===== src/sync_fifo.sv =====
`timescale 1ns/10ps

module sync_fifo #(
    parameter type payload_t = logic [31:0],
    parameter int  depth     = 8
) (
    input  logic     clock,
    input  logic     reset,

    input  logic     wr_en,
    input  payload_t din,
    output logic     full,

    input  logic     rd_en,
    output payload_t dout,
    output logic     empty
);

    localparam int ptr_w = (depth > 1) ? $clog2(depth) : 1;
    localparam int cnt_w = $clog2(depth + 1);

    payload_t           mem [depth];
    logic [ptr_w-1:0]   wr_ptr;
    logic [ptr_w-1:0]   rd_ptr;
    logic [cnt_w-1:0]   count;
    logic [cnt_w-1:0]   count_next;
    logic               wr_ok;
    logic               rd_ok;

    assign wr_ok = wr_en && !full;   // Writes into a full FIFO are dropped.
    assign rd_ok = rd_en && !empty;

    // Show-ahead read port.
    assign dout = mem[rd_ptr];

    always_comb begin
        count_next = count;
        if (wr_ok && !rd_ok) begin
            count_next = count + 1'b1;
        end else if (rd_ok && !wr_ok) begin
            count_next = count - 1'b1;
        end
    end

    //////////////////////////////
    // Pointers and flags
    //////////////////////////////

    always_ff @(posedge clock or posedge reset) begin
        if (reset) begin
            wr_ptr <= '0;
            rd_ptr <= '0;
            count  <= '0;
            full   <= 1'b0;
            empty  <= 1'b1;
        end else begin
            if (wr_ok) begin
                wr_ptr <= (wr_ptr == ptr_w'(depth - 1)) ? '0 : wr_ptr + 1'b1;
            end
            if (rd_ok) begin
                rd_ptr <= (rd_ptr == ptr_w'(depth - 1)) ? '0 : rd_ptr + 1'b1;
            end
            count <= count_next;
            full  <= (count_next == cnt_w'(depth));
            empty <= (count_next == '0);
        end
    end

    // Storage.
    always_ff @(posedge clock) begin
        if (wr_ok) begin
            mem[wr_ptr] <= din;
        end
    end

endmodule


===== config.mk =====
export PLATFORM = sky130hd
export DESIGN_NAME = sync_fifo
export DESIGN_NICKNAME = d
export VERILOG_FILES = /design/src/sync_fifo.sv
export SDC_FILE = /design/constraint.sdc
export NUM_CORES = 1
export LEC_CHECK = 0
export BUFFER_PORTS_ARGS = -buffer_cell sky130_fd_sc_hd__buf_2
export CORE_MARGIN = 4
export CORE_UTILIZATION = 38
export CTS_BUF_LIST = sky130_fd_sc_hd__clkbuf_8
export CTS_CLUSTER_DIAMETER = 60
export DETAILED_ROUTE_END_ITERATION = 16
export PLACE_DENSITY = 0.6
export SLEW_MARGIN = 20
export SYNTH_ARGS = -nofsm -noshare
export SYNTH_HDL_FRONTEND = slang
export SYNTH_SLANG_ARGS = --single-unit

===== constraint.sdc =====
create_clock -name clock -period 5 [get_ports clock]
set_input_delay 0 -clock clock [delete_from_list [all_inputs] [get_ports clock]]
set_output_delay 0 -clock clock [all_outputs]
set_load 0.01 [all_outputs]

==> run_results.csv <==
group,metric,value,unit
layout,drive_gt1_share,39.1,%
clock_tree,post_cts_buffers,0,
layout,stdcell_count,968,
placement,dp_hpwl,11500,microns
die,initial_core_util,38.6,%
pwr,p_seq_share,47.3,%
pwr,pwr-share-comb,25.9,%
synth,ys_warn_count,0,
pwr,fin_total_pwr,0.00673,W
outcome,status,"finished, final reports clean",
sta,finalCriticalPeriod,3190,ps
worst_setup_path,worstPathArrival,3190,ps
clock_tree,clk_latency,540,ps
pwr,ir_drop,0.000268,V
layout,final_core_util,46.0,%
sta,setup_tns,0,ps
sta,hold_viol,0,
die,die_x,173,microns
global_route,gr-total-overflow,0,
die,ios,70,
synth,synth_nets,497,
route,wl_per_cell,20.8,microns
route,drc,0,
clock_tree,cts_tree,"done",
worst_setup_path,r2r_slack,2310,ps
global_route,antenna_found_initial,2,
route,drt_wl_total,20100,microns
layout,antennaDiodeCount,0,
die,die_area,0.0301,sq mm
global_route,grt_pass1_wl,31500,microns
sta,worst_pin_slew,1110,ps
clock_tree,ctsResizeCount,0,
pwr,power.net_switching,0.00197,W
sta,skew,14.7,ps
layout,syn2layout_area_growth,19.3,%
worst_setup_path,required,5000,ps
worst_setup_path,slowest_stage,"dfrtp_4",
worst_setup_path,crit_chain,"buf_4 > mux4_2 > mux2_2 > buf_2",
sta,max_freq,314,MHz
placement,port_buffers,69,
pwr,p_leak,4.17,nW
clock_tree,clk_pin_slew,60,ps
pwr,p_sw_share,29.3,%
clock_tree,ctsRootBufferMaster,"clkbuf_8",
sta,slew_violations,0,
route,vias,4943,
route,drt_iter0_drc,359,
synth,synth_area_per_cell,22.9,sq um
clock_tree,postCtsHoldBufs,36,
layout,fin_nets,636,
die,core-area,0.0270,sq mm
die,placementRows,60,
synth,synth_edf_count,256,
route,drt-pass1-iter-count,4,
global_route,grt_pass1_vias,5519,
clock_tree,numCtsBuffers,44,
die,die_h,173,microns
run,maxCapViolCount,0,
synth,synth_flop_cell,"edfxtp_1",
worst_setup_path,cp_max_fo,50,
sta,fin_hold_ws,266,ps
clock_tree,cts.sinks,268,
placement,gp_congestion,0.775,
pwr,intPower,0.00475,W
global_route,grt_use_total,13.6,%
synth,ys_ff_latch,268,
sta,slew_headroom,25.8,%
synth,syn_area,0.0104,sq mm
worst_setup_path,cp-start-kind,"flop",
synth,synthCells,455,
worst_setup_path,cp_slowest_stage_delay,1080,ps
sta,rsz0062_at_grt,"false",
placement,dp_cells,853,
pwr,clockPowerShare,26.9,%
clock_tree,htreeDepth,2,
hold_path,hold_path_class,"input port to flop",
synth,ys_seq_area_share,76.8,%
clock_tree,cts_buffer_depth,3,
synth,ys_types,36,
synth,synthArstFlopShare,4.48,%
pwr,p_per_area,542,mW/mm^2
worst_setup_path,endpoint_kind,"output pin",
worst_setup_path,worstSetupPathType,"flop to output pin",
sta,setup-violations-final,0,
route,ant_nets,0,
global_route,grt_max_degree,67,
sta,post-route-period-util,63.7,%
route,via_per_inst,5.11,
-- synth_stat cells, drive strengths merged (3+ instances only) --
library cell,n,area [sq um]
nor3,8,40.0
nand2,16,60.1
mux2,32,360
buf,15,135
inv,5,18.8
edfxtp,256,7690
mux4,64,1460
o211ai,3,22.5
dfrtp,11,275
nor2,5,18.8
clkbuf,7,26.3
nand2b,4,25.0
ha,6,75.1
-- path summary, 6_finish.rpt --
check                           from          to  depth (start not counted)
max                        rd_ptr[0]    dout[31]                          4
min                          din[17]  mem[2][17]                          2
max reg2reg                     full  mem[1][26]                          4
min reg2reg                 count[3]       empty                          2
max in group asynchronous      reset   rd_ptr[1]                          4
min in group asynchronous      reset   rd_ptr[0]                          4
-- layout make-up --
type,instances,area (sq um)
Fill cell,2245,14500
Sequential cell,268,8000
Multi-Input combinational cell,160,2280
Timing Repair Buffer,115,831
Clock buffer,51,702
Tap cell,341,427
Clock inverter,28,148
Inverter,5,18.8
-- routing by layer --
metal,routed length (microns),up-vias,track usage (%)
met3,1070,30,3.16
li1,-,2195,-
met5,21,-,0
met4,332,4,4.62
met1,8320,2581,17.1
met2,10400,133,23.3
-- sequential cells by signal (all words and copies together) (netlist names) --
signal	flops
mem	256
empty	1
count	4
full	1
rd_ptr	3
wr_ptr	3
-- layout by cell type, fill, tap and decap left out, types with 4 or more instances in the layout --
cell / instances
dlygate4sd3_1: 36
clkinv_2: 7
ha_1: 6
buf_2: 69
buf_4: 6
mux4_2: 59
nor3_1: 4
mux4_1: 5
mux2_2: 32
dfrtp_1: 8
clkinv_1: 9
clkbuf_8: 51
edfxtp_1: 256
nand2b_1: 4
inv_1: 14
nand2_1: 16
buf_12: 4
-- power groups by stage --
| stage | combinational, W | sequential, W | clock (W) |
|---|---|---|---|
| 3_3_place_gp | 0.00172 | 0.00323 | 0 |
| 2_1_floorplan | 0.00145 | 0.00293 | 0 |
| 4_1_cts | 0.00179 | 0.00320 | 0.00187 |
| 5_1_grt | 0.00189 | 0.00324 | 0.00198 |
| 6_report | 0.00174 | 0.00318 | 0.00181 |
| 3_5_place_dp | 0.00176 | 0.00324 | 0 |
-- through the flow --
stage	instance area [sq um]	setup slack [ps]
after global routing	12400	1570
after detailed placement	11200	2260
after CTS	12400	1690
final	12400	1810
after floorplan	10400	588
after global placement	11100	2320
-- logic make-up (layout without fill, tap and decap cells) --
family	count (synthesis)	after routing	synth area share [%]
mux	96	96	17.5
fa+ha+maj	6	6	0.722
flops	268	268	76.8
buf+inv	27	199	1.73
simple gates	45	45	2.29
compound gates	11	11	0.758
xor+xnor	2	2	0.168
-- critical path, delay by kind of cell (launching register included) --
| kind | cells | cell delay, ps |
|---|---|---|
| flip-flops | 1 | 1080 |
| multiplexers | 2 | 870 |
| buffers and inverters | 2 | 660 |
No activity file was read; power rests on OpenSTA's default activity.
