`src/vec_fixed_pkg.sv`:
```
package vec_fixed_pkg;

    //////////////////////////////
    // Q16.16 format
    //////////////////////////////

    localparam int fix_width  = 32;
    localparam int q_frac     = 16;             // Fraction bits.
    localparam int wide_width = 2 * fix_width;  // Full product width.

    //////////////////////////////
    // Scalar types
    //////////////////////////////

    // One signed fixed-point element.
    typedef logic signed [fix_width-1:0] fix_t;

    // Raw product of two elements, before the shift back to Q16.16.
    typedef logic signed [wide_width-1:0] wide_t;

    //////////////////////////////
    // Vector type
    //////////////////////////////

    // Three-element vector.
    // e0 sits in the top bits of the packed value.
    typedef struct packed {
        fix_t e0;
        fix_t e1;
        fix_t e2;
    } vec3_t;

endpackage
```
`src/vec_op_pkg.sv`:
```
package vec_op_pkg;

    //////////////////////////////
    // Sizes
    //////////////////////////////

    localparam int tag_width  = 8;
    localparam int fifo_depth = 8;  // Command and result FIFOs.

    //////////////////////////////
    // Codes
    //////////////////////////////

    typedef enum logic [1:0] {
        op_dot   = 2'd0,
        op_add   = 2'd1,
        op_scale = 2'd2,
        op_rsvd  = 2'd3   // Rejected by decode.
    } opcode_t;

    typedef enum logic {
        st_ok     = 1'b0,
        st_bad_op = 1'b1
    } status_t;

    typedef logic [tag_width-1:0] tag_t;

    //////////////////////////////
    // Records
    //////////////////////////////

    // Host command, as written into the command FIFO.
    typedef struct packed {
        opcode_t               opcode;
        tag_t                  tag;
        vec_fixed_pkg::vec3_t  x;
        vec_fixed_pkg::vec3_t  y;
    } vec_cmd_t;

    // Result record, as read back by the host.
    typedef struct packed {
        tag_t                  tag;
        status_t               status;
        vec_fixed_pkg::vec3_t  value;
    } vec_rsp_t;

    // Decode to execute.
    typedef struct packed {
        tag_t                  tag;
        logic                  bad;    // Opcode not supported.
        opcode_t               op;
        vec_fixed_pkg::vec3_t  x;
        vec_fixed_pkg::vec3_t  y;
    } dec_op_t;

endpackage

```
`src/vec_decode.sv`:
```
`timescale 1ns/10ps

module vec_decode (
    input  logic                   clock,
    input  logic                   reset,

    input  vec_op_pkg::vec_cmd_t   cmd,
    input  logic                   cmd_empty,
    output logic                   cmd_rd_en,

    input  logic                   execute_stall,
    output vec_op_pkg::dec_op_t    dec_op,
    output logic                   dec_valid
);

    import vec_op_pkg::*;

    logic take;

    //////////////////////////////
    // Pop control
    //////////////////////////////

    // Free, or the held item moves on this edge.
    assign take = !dec_valid || !execute_stall;

    assign cmd_rd_en = !cmd_empty && take;

    always_ff @(posedge clock or posedge reset) begin
        if (reset) begin
            dec_valid <= 1'b0;
        end else if (take) begin
            dec_valid <= cmd_rd_en;  // Empty when nothing was popped.
        end
    end

    //////////////////////////////
    // Decoded operation
    //////////////////////////////

    always_ff @(posedge clock) begin
        if (cmd_rd_en) begin
            dec_op.tag <= cmd.tag;
            dec_op.op  <= cmd.opcode;
            dec_op.x   <= cmd.x;
            dec_op.y   <= cmd.y;
            // Only the reserved code is unsupported.
            case (cmd.opcode)
                op_dot,
                op_add,
                op_scale: dec_op.bad <= 1'b0;
                default:  dec_op.bad <= 1'b1;
            endcase
        end
    end

endmodule

```
`config.mk`:
```
export PLATFORM = sky130hd
export DESIGN_NAME = vec_decode
export DESIGN_NICKNAME = d
export VERILOG_FILES = /design/src/vec_fixed_pkg.sv /design/src/vec_op_pkg.sv /design/src/vec_decode.sv
export SDC_FILE = /design/constraint.sdc
export NUM_CORES = 1
export LEC_CHECK = 0
export BUFFER_PORTS_ARGS = -buffer_cell sky130_fd_sc_hd__buf_2
export CORE_AREA = 2 2 161 163
export DETAILED_ROUTE_END_ITERATION = 6
export DIE_AREA = 0 0 163 165
export HOLD_SLACK_MARGIN = 0.05
export PLACE_DENSITY_LB_ADDON = 0.25
export SLEW_MARGIN = 5
export SYNTH_ARGS = -nofsm -noshare
export SYNTH_HDL_FRONTEND = slang
export SYNTH_SLANG_ARGS = --single-unit
```
`constraint.sdc`:
```
create_clock -name clock -period 43.3 [get_ports clock]
set_input_delay 8.66 -clock clock [delete_from_list [all_inputs] [get_ports clock]]
set_output_delay 8.66 -clock clock [all_outputs]
set_load 0.02 [all_outputs]
```
==> results.cfg <==
[floorplanning]
core_area_um2 = 25000
placementRows = 58
die_h_um = 165
io_pins = 411
dieArea_um2 = 26900
dieWidth_um = 163
start_util = 0.245

[detailed_routing]
wire_per_inst_um = 16.3
routed_wl_um = 16100
drt_iter0_markers = 185
drc = 0
routed_via_density = 3.83
dr.pass1.iters = 6
num_vias = 3783
ant_nets = 0

[timing]
setup_ws_ns = 25.54
slew_headroom = 0.312
fin_setup_tns_ns = 0
max_freq_ghz = 0.0563
rsz0062_at_grt = false
hold_viol = 0
setup_viol = 0
fin_crit_sh = 0.410
drv_slew = 0
worstMarginPinSlew_ns = 1.03
min_period_ns = 17.76
fin_skew_ns = 0.00515

[global_routing]
grt_pass1_vias = 3936
antenna_found_initial = 2
grt_max_degree = 85
globalRouteMet1Util = 0.109
grt_pass1_wl_um = 21700
grt.busiest_layer = met2
gr-total-overflow = 0
grt_usage = 0.108
grtUsageMet2 = 0.197
use_met3 = 0.0442

[cells_and_area]
syn2layout_area_growth_pct = 51.8
diodes = 0
num-nets-final = 851
multiInputGateArea_um2 = 32.5
drive_gt1_frac = 0.673
register_area_um2 = 6120
fill_cells = 2364

[place]
place_congestion = 0.755
numPortBuffers = 410
dp_hpwl_um = 12500
dp_slack_ns = 25.54

[logic_synthesis]
yosys_warnings = 0
synth-xor-area-share = 0
ys_seq_elements = 204
muxShareOfSynthArea = 0
synth_area_leaders = edfxtp_1 99%, dfrtp_1 0.41%, a21bo_1 0.16%
avgSynthCellArea_um2 = 29.5
yosysSeqAreaShare = 0.996
synth_cell_type_count = 6
synth_adder_area_share = 0
syn_nets = 414
syn_area_um2 = 6150
postSynthCellCount = 208
synth_top_area_cell = edfxtp_1
synth_top_family_by_area = compound AO/OA/AOI/OAI gates
synth_top_area_share = 0.992
synth_compound_area_frac = 0.00244
synthSimpleGateAreaFrac = 0.00102

[pwr]
cellLeakagePower_nw = 3.92
power_density_nw_per_um2 = 48.3
ir_worst_vdd_mv = 0.0278
finalPower_w = 0.000450

[cts]
path_clk_slew_ns = 0.06
cts_setup_buffers = 0
numCtsBuffers = 22
cts_buffer_depth = 3
clock_sinks = 204
clkLatencyLatePin_ns = 0.50
cts_tree = built
hold_buffers = 0
cts-htree-levels = 1
cts_resized = 0
clockRootBuffer = clkbuf_16

[worst_hold_path]
worstHoldStart = dec_valid$_DFFE_PP0P_
hold_path.class = flip-flop to flip-flop

[setup_path]
worstSetupEndpointType = primary output
worstPathArrival_ns = 9.10
required_ns = 34.64
worstSetupStartpoint = execute_stall
startpoint_type = input port
r2r_start = dec_valid$_DFFE_PP0P_
critPathMaxFanout = 2
worstSetupPathType = input port to primary output

[outcome]
outcome = finished, final reports clean

[job]
cap_violations = 0
[final cells by class]
class / count / share of cell area
multi-input cells: 3 / 0.00349
flip-flops and latches: 204 / 0.656
repair buffers: 413 / 0.222
inverters: 1 / 0.000402
clock inverters: 9 / 0.0103
clock buffers: 27 / 0.0633
well taps: 330 / 0.0442
[kinds of logic (layout without fill, tap and decap cells)]
family | Yosys count | count (layout)
and+or+nand+nor | 1 | 1
buffers and inverters | 1 | 450
DFF | 204 | 204
AOI/OAI and AO/OA | 2 | 2
[power breakdown]
group          total (W)  switching, W  internal [W]
clock           0.000178     0.0000706      0.000108
combinational  0.0000385     0.0000251     0.0000134
sequential      0.000233    0.00000265      0.000231
[cell usage after synthesis]
library cell / count
edfxtp_1: 203
a21bo_1: 1
and2_1: 1
dfrtp_1: 1
a21oi_1: 1
inv_1: 1
[metal layers]
metal | part of all wire | wire length (µm)
met3 | 0.11 | 1710
met1 | 0.33 | 5380
met2 | 0.52 | 8430
met4 | 0.035 | 569
met5 | 0.0017 | 27
[sequential cells by signal, summed over array words and instances (netlist names)]
signal,cells
dec_valid,1
dec_op,203
[cell usage in the layout, fill, tap and decap left out]
cell type / instances
buf_2: 410
edfxtp_1: 203
clkbuf_16: 23
clkbuf_1: 4
clkinv_1: 4
buf_4: 3
bufinv_16: 2
a21oi_4: 1
a21bo_1: 1
and2_1: 1
inv_1: 1
clkinvlp_4: 1
clkinv_4: 1
clkinv_2: 1
dfrtp_1: 1
[metrics by stage]
step	instances	utilization	cell area, µm²	hold slack (ns)
floorplan	208	-	6150	0.611
global placement	951	0.345	8640	0.542
detailed placement	951	0.345	8640	0.543
CTS	987	0.373	9330	0.560
global route	987	0.373	9330	0.614
finish	987	0.373	9330	0.563
[worst max-delay path, cell delays in order]
cell     delay (ns)
buf_2          0.12
a21oi_4        0.14
buf_2          0.17
[path summary, 6_finish.rpt]
check | endpoint | slack, ns | cells past startpoint
setup / recovery | cmd_rd_en | 25.54 | 3
hold / removal | dec_valid$_DFFE_PP0P_ | 0.56 | 1
setup reg to reg | dec_op[53]$_DFFE_PP_ | 40.86 | 3
hold reg to reg | dec_valid$_DFFE_PP0P_ | 0.56 | 1
max in group asynchronous | dec_valid$_DFFE_PP0P_ | 35.23 | 2
min in group asynchronous | dec_valid$_DFFE_PP0P_ | 7.98 | 2
Power figures use the tool's default switching activity.
