[src/vec_fixed_pkg.sv]
package vec_fixed_pkg;

    //////////////////////////////
    // Q16.16 format
    //////////////////////////////

    localparam int fix_width  = 32;
    localparam int q_frac     = 16;             // Fraction bits.
    localparam int wide_width = 2 * fix_width;  // Full product width.

    //////////////////////////////
    // Scalar types
    //////////////////////////////

    // One signed fixed-point element.
    typedef logic signed [fix_width-1:0] fix_t;

    // Raw product of two elements, before the shift back to Q16.16.
    typedef logic signed [wide_width-1:0] wide_t;

    //////////////////////////////
    // Vector type
    //////////////////////////////

    // Three-element vector.
    // e0 sits in the top bits of the packed value.
    typedef struct packed {
        fix_t e0;
        fix_t e1;
        fix_t e2;
    } vec3_t;

endpackage
[src/vec_op_pkg.sv]
package vec_op_pkg;

    //////////////////////////////
    // Sizes
    //////////////////////////////

    localparam int tag_width  = 8;
    localparam int fifo_depth = 8;  // Command and result FIFOs.

    //////////////////////////////
    // Codes
    //////////////////////////////

    typedef enum logic [1:0] {
        op_dot   = 2'd0,
        op_add   = 2'd1,
        op_scale = 2'd2,
        op_rsvd  = 2'd3   // Rejected by decode.
    } opcode_t;

    typedef enum logic {
        st_ok     = 1'b0,
        st_bad_op = 1'b1
    } status_t;

    typedef logic [tag_width-1:0] tag_t;

    //////////////////////////////
    // Records
    //////////////////////////////

    // Host command, as written into the command FIFO.
    typedef struct packed {
        opcode_t               opcode;
        tag_t                  tag;
        vec_fixed_pkg::vec3_t  x;
        vec_fixed_pkg::vec3_t  y;
    } vec_cmd_t;

    // Result record, as read back by the host.
    typedef struct packed {
        tag_t                  tag;
        status_t               status;
        vec_fixed_pkg::vec3_t  value;
    } vec_rsp_t;

    // Decode to execute.
    typedef struct packed {
        tag_t                  tag;
        logic                  bad;    // Opcode not supported.
        opcode_t               op;
        vec_fixed_pkg::vec3_t  x;
        vec_fixed_pkg::vec3_t  y;
    } dec_op_t;

endpackage

[src/vec_result.sv]
`timescale 1ns/10ps

module vec_result (
    input  logic                   clock,
    input  logic                   reset,

    input  vec_op_pkg::vec_rsp_t   exe_rsp,
    input  logic                   exe_valid,
    output logic                   result_stall,

    input  logic                   rsp_full,
    output logic                   rsp_wr_en,
    output vec_op_pkg::vec_rsp_t   rsp_din
);

    logic     rsp_held;    // Record waiting for the FIFO.

    //////////////////////////////
    // Write and stall
    //////////////////////////////

    // Write as soon as a record is held and there is room.
    assign rsp_wr_en    = rsp_held && !rsp_full;
    assign result_stall = rsp_held && rsp_full;

    //////////////////////////////
    // Holding register
    //////////////////////////////

    always_ff @(posedge clock or posedge reset) begin
        if (reset) begin
            rsp_held <= 1'b0;
        end else if (!result_stall) begin
            rsp_held <= exe_valid;
        end
    end

    always_ff @(posedge clock) begin
        if (!result_stall && exe_valid) begin
            rsp_din <= exe_rsp;
        end
    end

endmodule

[config.mk]
export PLATFORM = sky130hd
export DESIGN_NAME = vec_result
export DESIGN_NICKNAME = d
export VERILOG_FILES = /design/src/vec_fixed_pkg.sv /design/src/vec_op_pkg.sv /design/src/vec_result.sv
export SDC_FILE = /design/constraint.sdc
export NUM_CORES = 1
export LEC_CHECK = 0
export BUFFER_PORTS_ARGS = -buffer_cell sky130_fd_sc_hd__buf_2
export CORE_AREA = 4 4 111 82
export CTS_CLUSTER_SIZE = 10
export DETAILED_ROUTE_END_ITERATION = 16
export DIE_AREA = 0 0 115 86
export PLACE_DENSITY = 0.86
export SLEW_MARGIN = 20
export SYNTH_ARGS = -nofsm -noshare
export SYNTH_HDL_FRONTEND = slang
export SYNTH_SLANG_ARGS = --single-unit
[constraint.sdc]
create_clock -name clock -period 11.5 [get_ports clock]
set_input_delay 1.725 -clock clock [delete_from_list [all_inputs] [get_ports clock]]
set_output_delay 1.725 -clock clock [all_outputs]
set_load 0.05 [all_outputs]
==> results of run 1 <==
## cell type report
type	instances	share of cell area, %
clock buffer	9	4.74
sequential	106	66.9
multi-input combinational	4	0.923
clock inverter	7	1.13
inverter	1	0.0791
tap	105	2.77
timing repair buffer	217	23.4
## placed cells by master (no fill, tap or decap), types with 2 or more instances in the layout
master / synthesis / layout
clkinv_4: 0 / 2
buf_2: 0 / 215
clkbuf_16: 0 / 9
edfxtp_1: 105 / 105
## per-stage QoR
| step | setup slack, ns | instance area (sq um) | hold slack [ns] |
|---|---|---|---|
| 3_5_place_dp | 7.47 | 4470 | 0.564 |
| 5_1_grt | 7.44 | 4750 | 0.614 |
| 2_1_floorplan | 1.44 | 3210 | 0.481 |
| 3_3_place_gp | 7.47 | 4440 | 0.556 |
| 6_report | 7.47 | 4750 | 0.587 |
| 4_1_cts | 7.47 | 4750 | 0.583 |
## cell usage after synthesis
| master | instances |
|---|---|
| edfxtp_1 | 105 |
| a21boi_0 | 1 |
| a21o_2 | 1 |
| and2_2 | 1 |
| and2b_2 | 1 |
| dfrtp_1 | 1 |
| inv_1 | 1 |
## report_power, final
part	leakage, nW	switching [mW]	internal (mW)	total, mW
logic	0.891	0.0945	0.0283	0.123
registers	1.01	0.00509	0.450	0.455
clock network	0.135	0.132	0.149	0.280
total	2.04	0.231	0.627	0.858
## worst min-delay path by stage
stage / from / to / cells after the start
floorplan: rsp_held$_DFFE_PP0N_ / rsp_held$_DFFE_PP0N_ / 1
CTS: rsp_held$_DFFE_PP0N_ / rsp_held$_DFFE_PP0N_ / 1
finish: rsp_held$_DFFE_PP0N_ / rsp_held$_DFFE_PP0N_ / 1
global placement: rsp_held$_DFFE_PP0N_ / rsp_held$_DFFE_PP0N_ / 1
detailed placement: rsp_held$_DFFE_PP0N_ / rsp_held$_DFFE_PP0N_ / 1
global route: rsp_held$_DFFE_PP0N_ / rsp_held$_DFFE_PP0N_ / 1
## sequential cells by signal (all words and copies together) (netlist names)
signal	cells
rsp_held	1
rsp_din	105
## layer usage
metal / global-route usage, % / wire (um) / vias to the layer above
met4: 5.44 / 64 / 0
met2: 25.3 / 3810 / 136
met1: 16.0 / 2540 / 912
li1: - / - / 904
met3: 8.25 / 1170 / 6
met5: 0 / 0 / -
## cells by family after synthesis
| family | count (synthesis) | synth area share, % |
|---|---|---|
| compound gates | 2 | 0.506 |
| buf+inv | 1 | 0.117 |
| flops | 106 | 98.9 |
| simple gates | 2 | 0.506 |
==> impl_metrics.csv, run 1 <==
group,metric,value,unit
floorplanning,core_area,8130,sq um
synthesis,synth_cell_types,7,
critical_path,crit_path_frequent_cell,"buf_2",
synthesis,ys_ff_latch,106,
clock_tree,path_clk_slew,0.07,ns
pwr,ir_drop,0.0922,mV
synthesis,synthCells,111,
clock_tree,cts_buffer_depth,2,
critical_path,reg2reg_slack,9.74,ns
layout,syn2layout_area_growth,47.7,%
critical_path,crit_path_cell_trace,"buf_2, and2b_2, buf_2",
critical_path,r2r-end,"rsp_din[82]$_DFFE_PP_",
routing,via_per_inst,4.36,
routing,drc_errors,0,
critical_path,path_buf_inv,2,
critical_path,crit_end,"rsp_wr_en",
synthesis,ys_seq_area_share,98.9,%
timing,fmax,248,MHz
clock_tree,cts_root_buf,"clkbuf_16",
critical_path,cp_slowest_cell,"buf_2",
timing,fin_worst_skew,0.00384,ns
layout,multiInputGateArea,43.8,sq um
routing,routed_wirelength,7.58,mm
clock_tree,cts_setup_buffers,0,
global_route,grt_usage,15.1,%
routing,wire_per_inst,16.9,um
critical_path,slowest_delay,0.25,ns
critical_path,cp_top_family,"buffers and inverters",
min_path,worstHoldPathType,"reg -> reg",
flow_run,maxCapViolations,0,
critical_path,start_kind,"input pin",
global_route,grt_max_degree,55,
placed_design,dp_hpwl,5.93,mm
critical_path,worstRegToRegCells,3,
pwr,p_per_area,181,nW/um^2
clock_tree,cts_hold_buffers,0,
global_route,grt_pass1_vias,2098,
floorplanning,dieWidth,115,um
timing,relSlewSlack,56.3,%
clock_tree,ctsResizeCount,0,
timing,tightestPinTransition,0.656,ns
clock_tree,numCtsBuffers,9,
layout,drive_gt1_share,68.6,%
floorplanning,die_area,9890,sq um
critical_path,crit_fanout,4,
routing,drt_iter0_markers,143,
floorplanning,rows,28,
placed_design,dp_cells,433,
layout,antenna_cells,0,
floorplanning,dieHeight,86,um
layout,nets,448,
timing,fin_crit_sh,35.1,%
critical_path,cp_data_required_time,9.78,ns
routing,vias,1958,
timing,tns,0,ns
global_route,grt_pass1_wl,10.9,mm
timing,hold_violations,0,
pwr,leakagePower,2.04,nW
synthesis,postSynthAreaPerCell,29.0,sq um
synthesis,synth_area_leader_cell,"edfxtp_1",
clock_tree,insertion_delay,0.33,ns
critical_path,critPathKind,"in -> out",
pwr,p_total,0.858,mW
critical_path,crit_start,"rsp_full",
layout,final_util,58.4,%
global_route,grt_overflow,0,
clock_tree,cts_tree,"built",
layout,register_area,3180,sq um
synthesis,yosysWarningCount,0,
layout,nFillCells,637,
routing,ant_nets,0,
floorplanning,pin_count,216,
timing,slew_violations,0,
clock_tree,h-tree-depth,3,
critical_path,end_kind,"primary output",
timing,setup_violations,0,
global_route,antenna_found_initial,0,
synthesis,syn_nets,220,
critical_path,rr_startpoint,"rsp_held$_DFFE_PP0N_",
placed_design,port_buffers,215,
synthesis,netlist_area,3210,sq um
synthesis,netlist.area_leader.share,98.1,%
routing,dr.pass1.iters,4,
outcome,status,"finished, final reports clean",
floorplanning,start_util,39.5,%
synthesis,synthTopCellsByArea,"edfxtp_1 (98%), dfrtp_1 (0.78%), a21o_2 (0.27%), and2b_2 (0.27%), a21boi_0 (0.23%)",
placed_design,gp_congestion,0.744,
critical_path,arrival,2.31,ns
timing,period_minus_slack,4.03,ns
layout,instances_no_fill,449,
timing,rsz0062_at_grt,"no",
clock_tree,cts.sinks,106,
critical_path,cp.depth,3,
Power figures use the tool's default switching activity.
==> inputs of run 2 (changes only) <==
==> constraint.sdc (replaced) <==
create_clock -name clock -period 4.07 [get_ports clock]
set_input_delay 0.6105 -clock clock [delete_from_list [all_inputs] [get_ports clock]]
set_output_delay 0.6105 -clock clock [all_outputs]
set_load 0.05 [all_outputs]
==> run 2 against run 1 <==
Cell count is the same. Via count is essentially flat. Global-route usage shrank 0.34 points. Flip-flop and latch count is the same. Clock skew grew 0.0017 ns. Power grew to 2.9 times the previous value. First-iteration DRC count shrank 33%. Non-clock buffer count is the same. Register-to-register slack lost 7.2 ns. Die area is the same. Critical path depth is the same. Design area is essentially flat. Highest routed layer unchanged.
==> impl_metrics.csv, run 2 (same netlist as run 1, synthesis figures left out) <==
group,metric,value,unit
outcome,status,"finished, final reports clean",
timing,relSlewSlack,54.4,%
global_route,grt_pass1_wl,10.8,mm
placed_design,post_dp_cell_area,4450,sq um
routing,routed_wirelength,7.58,mm
clock_tree,cts.sinks,106,
routing,drt_iter0_markers,96,
placed_design,gp_congestion,0.754,
clock_tree,cts_root_buf,"clkbuf_16",
floorplanning,dieWidth,115,um
global_route,antenna_found_initial,0,
clock_tree,cts_hold_buffers,0,
clock_tree,cts_tree,"built",
floorplanning,pin_count,216,
critical_path,crit_fanout,4,
pwr,p_per_area,516,nW/um^2
routing,wire_per_inst,16.9,um
layout,syn2layout_area_growth,47.6,%
placed_design,port_buffers,215,
critical_path,start_kind,"input pin",
timing,hold_violations,0,
timing,fin_worst_skew,0.00555,ns
min_path,worstHoldPathType,"in -> async",
timing,period_minus_slack,1.80,ns
timing,tns,0,ns
floorplanning,rows,28,
clock_tree,insertion_delay,0.33,ns
layout,nets,448,
layout,largest_reg_flops,105,
pwr,leakagePower,2.04,nW
placed_design,dp_hpwl,6.03,mm
timing,fmax,554,MHz
layout,largest_registers,"rsp_din (105), rsp_held (1)",
timing,slew_violations,0,
floorplanning,start_util,39.5,%
critical_path,end_kind,"primary output",
clock_tree,h-tree-depth,3,
timing,fin_crit_sh,44.3,%
clock_tree,numCtsBuffers,9,
flow_run,maxCapViolations,0,
layout,final_common_cell,"buf_2",
routing,drc_errors,0,
layout,nFillCells,661,
global_route,grt_max_degree,57,
timing,rsz0062_at_grt,"no",
global_route,grt_usage,14.7,%
routing,ant_nets,0,
global_route,grt_pass1_vias,2077,
clock_tree,path_clk_slew,0.07,ns
pwr,ir_drop,0.241,mV
layout,mostFrequentLayoutCells,"buf_2 (215), edfxtp_1 (105), clkbuf_16 (9), inv_6 (3)",
floorplanning,dieHeight,86,um
floorplanning,die_area,9890,sq um
clock_tree,cts_buffer_depth,2,
routing,dr.pass1.iters,4,
global_route,grt_overflow,0,
layout,antenna_cells,0,
timing,tightestPinTransition,0.684,ns
layout,drive_gt1_share,68.9,%
clock_tree,ctsResizeCount,0,
critical_path,arrival,1.19,ns
critical_path,critPathKind,"in -> out",
clock_tree,cts_setup_buffers,0,
layout,top_register,"rsp_din",
critical_path,cp_data_required_time,3.46,ns
layout,design_area,4750,sq um
routing,vias,1957,
routing,via_per_inst,4.36,
floorplanning,core_area,8130,sq um
timing,setup_violations,0,
-- run 2: final timing paths --
path / from / endpoint / slack [ns] / cells after the start
worst min-delay path: reset / rsp_held$_DFFE_PP0N_ / 0.1 / 2
worst max register to register: rsp_held$_DFFE_PP0N_ / rsp_din[2]$_DFFE_PP_ / 2.53 / 2
worst max-delay path: rsp_full / rsp_wr_en / 2.27 / 3
worst min register to register: rsp_held$_DFFE_PP0N_ / rsp_held$_DFFE_PP0N_ / 0.59 / 1
max in group asynchronous: reset / rsp_held$_DFFE_PP0N_ / 3.88 / 2
min in group clock: exe_rsp[73] / rsp_din[73]$_DFFE_PP_ / 0.45 / 1
-- run 2: metrics by stage --
stage	setup slack (ns)	instances	util [%]	hold slack, ns	power, mW
6_report	2.27	449	58.4	0.0983	2.45
5_1_grt	2.23	449	58.4	0.0754	2.54
4_1_cts	2.26	449	58.4	0.0848	2.48
3_5_place_dp	2.19	433	54.7	0.450	1.66
3_3_place_gp	2.23	433	54.7	0.445	1.65
2_1_floorplan	0.164	111	-	0.339	1.55
-- run 2: critical path, stage by stage --
cell     delay [ns]
buf_2          0.13
and2b_2        0.20
buf_2          0.25
-- run 2: report_power, final --
| part | leakage [nW] | internal, mW | switching (mW) |
|---|---|---|---|
| sequential | 1.01 | 1.27 | 0.0147 |
| clock | 0.146 | 0.432 | 0.388 |
| combinational | 0.883 | 0.0771 | 0.266 |
| total | 2.04 | 1.78 | 0.669 |
-- run 2: layer usage --
metal	up-vias	GRT usage, %	part of all wire, %
met5	-	0	0
met4	0	3.84	0.77
met3	7	7.97	13
met2	118	25.0	51
met1	928	16.2	35
li1	904	-	-
-- run 2: cell type report --
type	count	area, sq um	share of cell area [%]
clock buffers	9	225	4.75
clock inverters	7	72.6	1.53
inverters	1	3.75	0.0791
multi-input cells	4	43.8	0.923
flip-flops and latches	106	3180	67.0
well taps	105	131	2.77
repair buffers	217	1090	23.0
